**config.mk**
```make
export PLATFORM = sky130hd
export DESIGN_NAME = pattern_ctrl
export DESIGN_NICKNAME = d
export VERILOG_FILES = /design/src/hw/pattern_pkg.sv /design/src/hw/pattern_fifo.sv /design/src/hw/pattern_regs.sv /design/src/hw/pattern_sequencer.sv /design/src/hw/pattern_ctrl.sv
export SDC_FILE = /design/constraint.sdc
export NUM_CORES = 2
export LEC_CHECK = 0
export BUFFER_PORTS_ARGS = -buffer_cell sky130_fd_sc_hd__buf_2
export CAP_MARGIN = 10
export CELL_PAD_IN_SITES_DETAIL_PLACEMENT = 0
export CELL_PAD_IN_SITES_GLOBAL_PLACEMENT = 2
export CORE_MARGIN = 5
export CORE_UTILIZATION = 51
export CTS_BUF_LIST = sky130_fd_sc_hd__clkbuf_2 sky130_fd_sc_hd__clkbuf_4 sky130_fd_sc_hd__clkbuf_8
export DETAILED_ROUTE_END_ITERATION = 8
export PLACE_DENSITY_LB_ADDON = 0.08
export SLEW_MARGIN = 20
export SYNTH_ARGS = -nofsm -noshare
export SYNTH_HDL_FRONTEND = slang
export SYNTH_SLANG_ARGS = --single-unit
```
**constraint.sdc**
```tcl
create_clock -name clk -period 8.1 [get_ports clk]
set_input_delay 1.62 -clock clk [delete_from_list [all_inputs] [get_ports clk]]
set_output_delay 1.62 -clock clk [all_outputs]
set_load 0.01 [all_outputs]
```
**src/hw/pattern_pkg.sv**
```systemverilog
// Fixed 32-bit register port and 64-bit pattern; FIFO_DEPTH must stay a power of two
package pattern_pkg;

   // =========================================================================
   // Widths
   // =========================================================================

   // Register port word
   localparam int DATA_W        = 32;
   // Input words that make up one pattern
   localparam int PATTERN_WORDS = 2;
   localparam int PATTERN_W     = DATA_W * PATTERN_WORDS;

   // Entries per pattern buffer
   localparam int FIFO_DEPTH    = 16;
   // Count must reach FIFO_DEPTH itself
   localparam int COUNT_W       = $clog2(FIFO_DEPTH + 1);
   // Circular pointers wrap on their own
   localparam int PTR_W         = $clog2(FIFO_DEPTH);

   // Byte address, 128 bytes of register space
   localparam int ADDR_W        = 7;

   // Cycles a buffer stays empty after a clear command
   localparam int CLEAR_HOLD    = 7;
   localparam int HOLD_W        = $clog2(CLEAR_HOLD + 1);

   // =========================================================================
   // Register map
   // =========================================================================

   // Register index is the byte address divided by four
   typedef enum logic [ADDR_W-3:0] {
      REG_FIFO_CTL = 5'd0,
      REG_START    = 5'd1,
      REG_F0_COUNT = 5'd2,
      REG_F1_COUNT = 5'd3,
      REG_INPUT_0  = 5'd16,
      REG_INPUT_1  = 5'd17
   } reg_index_t;

   // Bits of REG_FIFO_CTL; clear bits read back as clear status
   localparam int BIT_F0_CLEAR = 0;
   localparam int BIT_F1_CLEAR = 1;
   localparam int BIT_F0_LOAD  = 2;
   localparam int BIT_F1_LOAD  = 3;

   // Access response, same codes as an AXI response
   typedef enum logic [1:0] {
      RESP_OKAY   = 2'd0,
      RESP_DECERR = 2'd3
   } resp_t;

   // Buffer selection, used for on deck and for the streaming buffer
   typedef enum logic [1:0] {
      SEL_NONE = 2'd0,
      SEL_F0   = 2'd1,
      SEL_F1   = 2'd2
   } fifo_sel_t;

   // Output sequencer states
   typedef enum logic {
      OSM_IDLE   = 1'b0,
      OSM_STREAM = 1'b1
   } osm_state_t;

endpackage

```
**src/hw/pattern_fifo.sv**
```systemverilog
// Loads into a full buffer or during clear are dropped; pop and load together need two write ports
`timescale 1ns/1ns

module pattern_fifo (
   input  logic                                  clk,
   input  logic                                  resetn,
   input  logic                                  clear,
   input  logic                                  load,
   input  logic [pattern_pkg::PATTERN_W-1:0]     load_data,
   input  logic                                  pop,
   output logic [pattern_pkg::PATTERN_W-1:0]     head,
   output logic [pattern_pkg::COUNT_W-1:0]       count,
   output logic                                  in_clear
);

   // Pattern store
   logic [pattern_pkg::PATTERN_W-1:0] mem [pattern_pkg::FIFO_DEPTH];

   logic [pattern_pkg::PTR_W-1:0]     rd_ptr;
   logic [pattern_pkg::PTR_W-1:0]     wr_ptr;
   logic [pattern_pkg::PTR_W-1:0]     load_ptr;
   logic [pattern_pkg::COUNT_W-1:0]   count_r;
   logic [pattern_pkg::HOLD_W-1:0]    hold_cnt;
   logic                              full;
   logic                              pop_ok;
   logic                              load_ok;

   // =========================================================================
   // Status
   // =========================================================================

   // Clear strobe cycle plus the remaining hold cycles
   assign in_clear = clear || (hold_cnt != '0);

   // Count reads zero for the whole clear window
   assign count = in_clear ? '0 : count_r;
   assign full  = (count_r == pattern_pkg::FIFO_DEPTH);
   assign head  = mem[rd_ptr];

   assign pop_ok  = pop && !in_clear && (count_r != '0);
   assign load_ok = load && !in_clear && !full;

   // A load in the same cycle as a pop lands behind the recirculated head
   assign load_ptr = pop_ok ? wr_ptr + 1'b1 : wr_ptr;

   // =========================================================================
   // Pointers, count, clear hold
   // =========================================================================

   always_ff @(posedge clk) begin
      if (!resetn) begin
         rd_ptr   <= '0;
         wr_ptr   <= '0;
         count_r  <= '0;
         hold_cnt <= '0;
      end else if (clear) begin
         rd_ptr   <= '0;
         wr_ptr   <= '0;
         count_r  <= '0;
         // Strobe cycle already counts as the first cycle of the hold
         hold_cnt <= pattern_pkg::HOLD_W'(pattern_pkg::CLEAR_HOLD - 1);
      end else begin
         if (hold_cnt != '0) hold_cnt <= hold_cnt - 1'b1;
         if (pop_ok) rd_ptr <= rd_ptr + 1'b1;
         // Tail moves once per entry written
         case ({pop_ok, load_ok})
            2'b11:        wr_ptr <= wr_ptr + 2'd2;
            2'b10, 2'b01: wr_ptr <= wr_ptr + 1'b1;
            default:      ;
         endcase
         // Recirculation keeps the count, only loads add
         if (load_ok) count_r <= count_r + 1'b1;
      end
   end

   // =========================================================================
   // Store writes
   // =========================================================================

   always_ff @(posedge clk) begin
      // Head goes back to the tail; when full the slot is the same one
      if (pop_ok) mem[wr_ptr] <= mem[rd_ptr];
      if (load_ok) mem[load_ptr] <= load_data;
   end

endmodule

```
**src/hw/pattern_regs.sv**
```systemverilog
// Writes are ignored while wbusy is high and then leave wresp as it was; reads are never blocked
`timescale 1ns/1ns

module pattern_regs (
   input  logic                                  clk,
   input  logic                                  resetn,
   // Host write side
   input  logic                                  wr,
   input  logic [pattern_pkg::ADDR_W-1:0]        waddr,
   input  logic [pattern_pkg::DATA_W-1:0]        wdata,
   output pattern_pkg::resp_t                    wresp,
   output logic                                  wbusy,
   // Host read side
   input  logic                                  rd,
   input  logic [pattern_pkg::ADDR_W-1:0]        raddr,
   output logic [pattern_pkg::DATA_W-1:0]        rdata,
   output pattern_pkg::resp_t                    rresp,
   // Buffer status
   input  logic [pattern_pkg::COUNT_W-1:0]       f0_count,
   input  logic [pattern_pkg::COUNT_W-1:0]       f1_count,
   input  logic                                  f0_in_clear,
   input  logic                                  f1_in_clear,
   input  pattern_pkg::fifo_sel_t                active,
   // Buffer control
   output logic                                  f0_clear,
   output logic                                  f1_clear,
   output logic                                  f0_load,
   output logic                                  f1_load,
   output logic [pattern_pkg::PATTERN_W-1:0]     load_data,
   output pattern_pkg::fifo_sel_t                on_deck
);

   // Register indices, low two address bits dropped
   logic [pattern_pkg::ADDR_W-3:0] windex;
   logic [pattern_pkg::ADDR_W-3:0] rindex;
   logic                           wr_ok;
   logic [pattern_pkg::DATA_W-1:0] rd_word;
   logic                           rd_hit;

   assign windex = waddr[pattern_pkg::ADDR_W-1:2];
   assign rindex = raddr[pattern_pkg::ADDR_W-1:2];

   // Busy for as long as either buffer is held in clear
   assign wbusy = f0_in_clear | f1_in_clear;
   assign wr_ok = wr && !wbusy;

   // =========================================================================
   // Write side
   // =========================================================================

   // Strobes, on-deck selection and write response
   always_ff @(posedge clk) begin
      if (!resetn) begin
         wresp    <= pattern_pkg::RESP_OKAY;
         f0_clear <= 1'b0;
         f1_clear <= 1'b0;
         f0_load  <= 1'b0;
         f1_load  <= 1'b0;
         on_deck  <= pattern_pkg::SEL_NONE;
      end else begin
         // Strobes last a single cycle
         f0_clear <= 1'b0;
         f1_clear <= 1'b0;
         f0_load  <= 1'b0;
         f1_load  <= 1'b0;
         if (wr_ok) begin
            wresp <= pattern_pkg::RESP_OKAY;
            case (windex)
               pattern_pkg::REG_FIFO_CTL: begin
                  f0_clear <= wdata[pattern_pkg::BIT_F0_CLEAR];
                  f1_clear <= wdata[pattern_pkg::BIT_F1_CLEAR];
                  f0_load  <= wdata[pattern_pkg::BIT_F0_LOAD];
                  f1_load  <= wdata[pattern_pkg::BIT_F1_LOAD];
               end
               // Both start bits at once is not a valid selection
               pattern_pkg::REG_START:
                  if (wdata[1:0] != 2'b11) on_deck <= pattern_pkg::fifo_sel_t'(wdata[1:0]);
               // Counts are read-only, a write is accepted and dropped
               pattern_pkg::REG_F0_COUNT, pattern_pkg::REG_F1_COUNT: ;
               pattern_pkg::REG_INPUT_0, pattern_pkg::REG_INPUT_1: ;
               default: wresp <= pattern_pkg::RESP_DECERR;
            endcase
         end
      end
   end

   // Pattern words, low word at REG_INPUT_0
   always_ff @(posedge clk) begin
      if (wr_ok) begin
         case (windex)
            pattern_pkg::REG_INPUT_0: load_data[0*pattern_pkg::DATA_W +: pattern_pkg::DATA_W] <= wdata;
            pattern_pkg::REG_INPUT_1: load_data[1*pattern_pkg::DATA_W +: pattern_pkg::DATA_W] <= wdata;
            default: ;
         endcase
      end
   end

   // =========================================================================
   // Read side
   // =========================================================================

   // Read mux, narrow fields zero-extended
   always_comb begin
      rd_word = '0;
      rd_hit  = 1'b1;
      case (rindex)
         pattern_pkg::REG_FIFO_CTL: rd_word[1:0] = {f1_in_clear, f0_in_clear};
         pattern_pkg::REG_START:    rd_word[1:0] = active;
         pattern_pkg::REG_F0_COUNT: rd_word[pattern_pkg::COUNT_W-1:0] = f0_count;
         pattern_pkg::REG_F1_COUNT: rd_word[pattern_pkg::COUNT_W-1:0] = f1_count;
         pattern_pkg::REG_INPUT_0:  rd_word = load_data[0*pattern_pkg::DATA_W +: pattern_pkg::DATA_W];
         pattern_pkg::REG_INPUT_1:  rd_word = load_data[1*pattern_pkg::DATA_W +: pattern_pkg::DATA_W];
         default:                   rd_hit  = 1'b0;
      endcase
   end

   always_ff @(posedge clk) begin
      if (!resetn) begin
         rresp <= pattern_pkg::RESP_OKAY;
      end else if (rd) begin
         rresp <= rd_hit ? pattern_pkg::RESP_OKAY : pattern_pkg::RESP_DECERR;
      end
   end

   // Read data held until the next read
   always_ff @(posedge clk) begin
      if (rd) rdata <= rd_word;
   end

endmodule

```
**src/hw/pattern_sequencer.sv**
```systemverilog
// Frame length is latched at frame start; clearing the streaming buffer mid-frame yields stale data
`timescale 1ns/1ns

module pattern_sequencer (
   input  logic                                  clk,
   input  logic                                  resetn,
   input  pattern_pkg::fifo_sel_t                on_deck,
   input  logic [pattern_pkg::COUNT_W-1:0]       f0_count,
   input  logic [pattern_pkg::COUNT_W-1:0]       f1_count,
   input  logic [pattern_pkg::PATTERN_W-1:0]     f0_head,
   input  logic [pattern_pkg::PATTERN_W-1:0]     f1_head,
   // Output stream
   output logic [pattern_pkg::PATTERN_W-1:0]     out_tdata,
   output logic                                  out_tvalid,
   input  logic                                  out_tready,
   // Streaming buffer and recirculation pops
   output pattern_pkg::fifo_sel_t                active,
   output logic                                  f0_pop,
   output logic                                  f1_pop
);

   pattern_pkg::osm_state_t          state;
   // Beats still to go in the current frame
   logic [pattern_pkg::COUNT_W-1:0]  beats_left;
   logic                             handshake;
   logic                             boundary;

   assign handshake = out_tvalid && out_tready;

   // Idle, or the last beat of a frame is leaving
   assign boundary = (state == pattern_pkg::OSM_IDLE) || (handshake && (beats_left == 1));

   // Each beat that leaves goes back to its buffer's tail
   assign f0_pop = handshake && (active == pattern_pkg::SEL_F0);
   assign f1_pop = handshake && (active == pattern_pkg::SEL_F1);

   // Data straight from the streaming buffer's head
   always_comb begin
      case (active)
         pattern_pkg::SEL_F0: out_tdata = f0_head;
         pattern_pkg::SEL_F1: out_tdata = f1_head;
         default:             out_tdata = '0;
      endcase
   end

   // =========================================================================
   // Frame FSM
   // =========================================================================

   always_ff @(posedge clk) begin
      if (!resetn) begin
         state      <= pattern_pkg::OSM_IDLE;
         active     <= pattern_pkg::SEL_NONE;
         out_tvalid <= 1'b0;
         beats_left <= '0;
      end else if (boundary) begin
         // on_deck is only looked at here, so a switch waits for frame end
         if (on_deck == pattern_pkg::SEL_F0 && f0_count != '0) begin
            state      <= pattern_pkg::OSM_STREAM;
            active     <= pattern_pkg::SEL_F0;
            beats_left <= f0_count;
            out_tvalid <= 1'b1;
         end else if (on_deck == pattern_pkg::SEL_F1 && f1_count != '0) begin
            state      <= pattern_pkg::OSM_STREAM;
            active     <= pattern_pkg::SEL_F1;
            beats_left <= f1_count;
            out_tvalid <= 1'b1;
         end else begin
            // Nothing to send, wait in idle
            state      <= pattern_pkg::OSM_IDLE;
            active     <= pattern_pkg::SEL_NONE;
            out_tvalid <= 1'b0;
         end
      end else if (handshake) begin
         beats_left <= beats_left - 1'b1;
      end
      // Back-pressure: everything holds
   end

endmodule

```
**src/hw/pattern_ctrl.sv**
```systemverilog
// Plain strobe register port, no AXI core; two recirculating buffers feed one valid/ready stream
`timescale 1ns/1ns

module pattern_ctrl (
   input  logic                                  clk,
   input  logic                                  resetn,
   // Register port
   input  logic                                  wr,
   input  logic [pattern_pkg::ADDR_W-1:0]        waddr,
   input  logic [pattern_pkg::DATA_W-1:0]        wdata,
   output pattern_pkg::resp_t                    wresp,
   output logic                                  wbusy,
   input  logic                                  rd,
   input  logic [pattern_pkg::ADDR_W-1:0]        raddr,
   output logic [pattern_pkg::DATA_W-1:0]        rdata,
   output pattern_pkg::resp_t                    rresp,
   // Output stream
   output logic [pattern_pkg::PATTERN_W-1:0]     out_tdata,
   output logic                                  out_tvalid,
   input  logic                                  out_tready
);

   // =========================================================================
   // Internal wiring
   // =========================================================================

   logic                              f0_clear, f1_clear;
   logic                              f0_load, f1_load;
   logic [pattern_pkg::PATTERN_W-1:0] load_data;
   pattern_pkg::fifo_sel_t            on_deck;
   pattern_pkg::fifo_sel_t            active;
   logic [pattern_pkg::COUNT_W-1:0]   f0_count, f1_count;
   logic                              f0_in_clear, f1_in_clear;
   logic [pattern_pkg::PATTERN_W-1:0] f0_head, f1_head;
   logic                              f0_pop, f1_pop;

   // Register decode and buffer control
   pattern_regs regs0 (
      .clk, .resetn,
      .wr, .waddr, .wdata, .wresp, .wbusy,
      .rd, .raddr, .rdata, .rresp,
      .f0_count, .f1_count, .f0_in_clear, .f1_in_clear, .active,
      .f0_clear, .f1_clear, .f0_load, .f1_load, .load_data, .on_deck
   );

   // Both buffers share the pattern bus
   pattern_fifo fifo_0 (
      .clk, .resetn,
      .clear(f0_clear), .load(f0_load), .load_data, .pop(f0_pop),
      .head(f0_head), .count(f0_count), .in_clear(f0_in_clear)
   );

   pattern_fifo fifo_1 (
      .clk, .resetn,
      .clear(f1_clear), .load(f1_load), .load_data, .pop(f1_pop),
      .head(f1_head), .count(f1_count), .in_clear(f1_in_clear)
   );

   // Frames from the on-deck buffer
   pattern_sequencer seq0 (
      .clk, .resetn,
      .on_deck, .f0_count, .f1_count, .f0_head, .f1_head,
      .out_tdata, .out_tvalid, .out_tready,
      .active, .f0_pop, .f1_pop
   );

endmodule

```
==> reports/qor.csv <==
stage;metric;value;unit
grt;overflow;0;
yosys;yosys.area_share.simple;0.00956;
finish;drive_above_1_share;0.542;
clock_tree;ctsHtreeMaxLevel;5;
detailed_routing;first_pass_iters;6;
place;dp.cells;8591;
detailed_routing;routed_wl;363000;um
die;start_util;0.511;
setup_path;end_kind;output port;
finish;fin_cells;9289;
worst_hold_path;min-delay-start;seq0.beats_left[4];
power;power.share.clock;0.439;
power;intPower;17700;uW
place;place.gp.congestion;0.785;
yosys;synth_area;0.111;mm2
yosys;synth_xor_area_frac;0.00182;
worst_hold_path;holdCritPathClass;flop to flop;
finish;syn_to_final_growth;9.61;%
yosys;avgSynthCellArea;18.0;um2
clock_tree;cts_buffers;396;
yosys;synth.area.top_cells;edfxtp_1 58%, mux2_2 18%, mux4_2 13%;
place;pre_cts_ws;2.07;ns
clock_tree;cts_sinks;2200;
setup_path;worst_setup_path_start_kind;flop;
setup_path;r2r-start;fifo_0.hold_cnt[0];
clock_tree;cts_tree;built;
grt;antenna_found_initial;25;
finish;final_common_cell;edfxtp_1;
timing;finalHoldViolCount;0;
clock_tree;cts-root-buf;clkbuf_8;
timing;rsz0062_at_grt;false;
detailed_routing;num_vias;63300;
yosys;synth_edf_count;2144;
yosys;synth_top_family_by_area;multiplexers;
die;coreArea;0.217;mm2
yosys;synth_cells;6145;
power;p_leak;0.0387;uW
setup_path;critPathMostFrequentCell;mux4_2;
die;die_area;0.226;mm2
clock_tree;clock_path_buffers;4;
timing;fin_ws;1.75;ns
clock_tree;hold_buffers;0;
grt;grt_use_total;0.319;
yosys;yosys.area.top_type;edfxtp_1;
power;max-vdd-ir-drop;0.188;mV
yosys;syn_nets;6222;
clock_tree;clk_latency;1.09;ns
yosys;ys_warn_count;0;
die;rows;171;
die;chipHeight;476;um
timing;fin_crit_sh;0.783;
detailed_routing;postRouteAntennaNets;0;
run;max_cap_violations;0;
timing;fmax;158;MHz
power;comb_power_share;0.013;
power;switching_share;0.216;
die;ios;153;
timing;relSlewSlack;0.221;
place;port_buffers;148;
timing;worst_slew_pin_slew;1.17;ns
yosys;ys.flop_type;edfxtp_1;
timing;setup_viol;0;
power;power_density;186;mW/mm2
yosys;ys_seq_area_frac;0.592;
setup_path;critPathTopFamily;multiplexers;
grt;grt_pass1_vias;64500;
setup_path;crit_arrival;4.73;ns
grt;grt_start_max_net_pins;89;
detailed_routing;drcViolationCount;0;
place;place_hpwl;185000;um
clock_tree;clk_pin_slew;0.06;ns
timing;fin_crit;6.35;ns
detailed_routing;vias_per_cell;6.81;
detailed_routing;drt_iter0_markers;8667;
die;die_width;476;um
yosys;synth.distinct_cells;73;
finish;postLayoutCoreUtil;0.560;
yosys;async_flop_share;0;
finish;final_nets;6228;
finish;most-common-layout-cells;2,144 x edfxtp_1, 1,740 x mux2_2, 641 x mux4_2;
outcome;status;completed;
yosys;synth_adder_area_share;0.00294;
yosys;ys_ff_latch;2200;
setup_path;crit_type;flop to output port;
timing;setup-tns-final;0;ns
timing;finalHoldWorstSlack;0.485;ns
power;pwr-share-seq;0.548;
setup_path;slowest_stage;dfxtp_4;
setup_path;worstPathMaxFanout;36;
yosys;synth_top_area_share;0.582;
timing;finalMaxSlewViolations;0;
yosys;synthMuxAreaShare;0.344;
power;switchingPower;4870;uW
clock_tree;post_cts_resized;0;
timing;finClkSkew;0.0480;ns
grt;grt_pass1_wl;505000;um
detailed_routing;wl_per_cell;39.0;um
setup_path;crit_path_cell_trace;buf_4 -> mux4_2 -> mux4_2 -> a22o_1 -> buf_2;
setup_path;cp_num_buf_inv;2;
setup_path;cpPeakStageDelay;0.99;ns
setup_path;critical_path_required;6.48;ns
clock_tree;postCtsSetupBuffers;0;
yosys;synth_compound_area_frac;0.0160;
## metrics by stage
step / cell area (um2) / total power (uW)
floorplan: 111000 / 12800
global placement: 114000 / 12900
detailed placement: 114000 / 12900
CTS: 121000 / 22700
global route: 121000 / 23300
finish: 121000 / 22500
## layer usage
metal,routed length [um],up-vias,GRT usage
li1,-,25000,-
met1,149000,34200,0.459
met2,170000,3474,0.500
met3,34200,592,0.0645
met4,9640,2,0.0877
met5,16,-,0
## Yosys cell counts, types with 10 or more instances
master,n
buf_1,22
a21oi_1,13
and2_1,10
mux2_1,218
clkbuf_1,436
a211oi_1,14
xor2_1,15
o21bai_1,15
buf_4,38
nand3_1,19
mux4_2,641
nor3_1,10
o21ai_0,30
mux2_4,98
mux2i_1,11
a22o_1,91
buf_6,72
mux2_2,1740
ha_1,26
nand2_1,39
inv_1,32
nor2_1,42
dfxtp_1,56
buf_2,167
edfxtp_1,2144
## registers in the layout (all words and copies together) (netlist names), 2 cells and up, named ones only
name / count
fifo_0.mem: 1024
fifo_1.mem: 1024
regs0.load_data: 64
regs0.rdata: 32
fifo_0.count_r: 5
fifo_1.count_r: 5
seq0.beats_left: 5
fifo_0.rd_ptr: 4
fifo_0.wr_ptr: 4
fifo_1.rd_ptr: 4
fifo_1.wr_ptr: 4
fifo_0.hold_cnt: 3
fifo_1.hold_cnt: 3
regs0.on_deck: 2
seq0.active: 2
## cell type report
class	instances	area, um2
diodes	11	27.5
inverters	33	124
repair buffers	343	2840
clock inverters	139	649
well taps	2854	3570
flip-flops and latches	2200	65500
fillers	16900	95200
multi-input cells	3177	42100
clock buffers	532	6500
## worst reg2reg max path: stages, from the launching register on
cell and delay [ns]:
dfxtp_1 0.34, nor2_1 0.14, ha_1 0.43, and4b_1 0.45
nand4_1 0.56, mux2i_1 0.77, nand3_4 0.80, o21ai_4 0.63
buf_4 0.74
## power by group through the flow
stage	registers (uW)	logic, uW	clock network (uW)
global placement	12600	271	0
finish	12400	284	9900
detailed placement	12600	274	0
floorplan	12600	170	0
CTS	12400	275	10000
global route	12400	307	10600
## cell families (layout without fill, tap and decap cells)
group | after synthesis | after routing
AO/OA/AOI/OAI | 225 | 225
XOR/XNOR | 23 | 23
adder cells (fa/ha/maj) | 26 | 26
buffers and inverters | 768 | 1047
flip-flops | 2200 | 2200
multiplexers | 2708 | 2708
other | 0 | 11
AND/OR/NAND/NOR | 195 | 195
## worst paths after layout
path                             end  slack (ns)  cells after the start
hold / removal    seq0.beats_left[4]        0.48                      2
hold reg to reg   seq0.beats_left[4]        0.48                      2
setup / recovery       out_tdata[63]        1.75                      5
setup reg to reg  fifo_0.mem[10][28]        2.79                      8
Note: power is estimated with default switching activity, not from simulation.
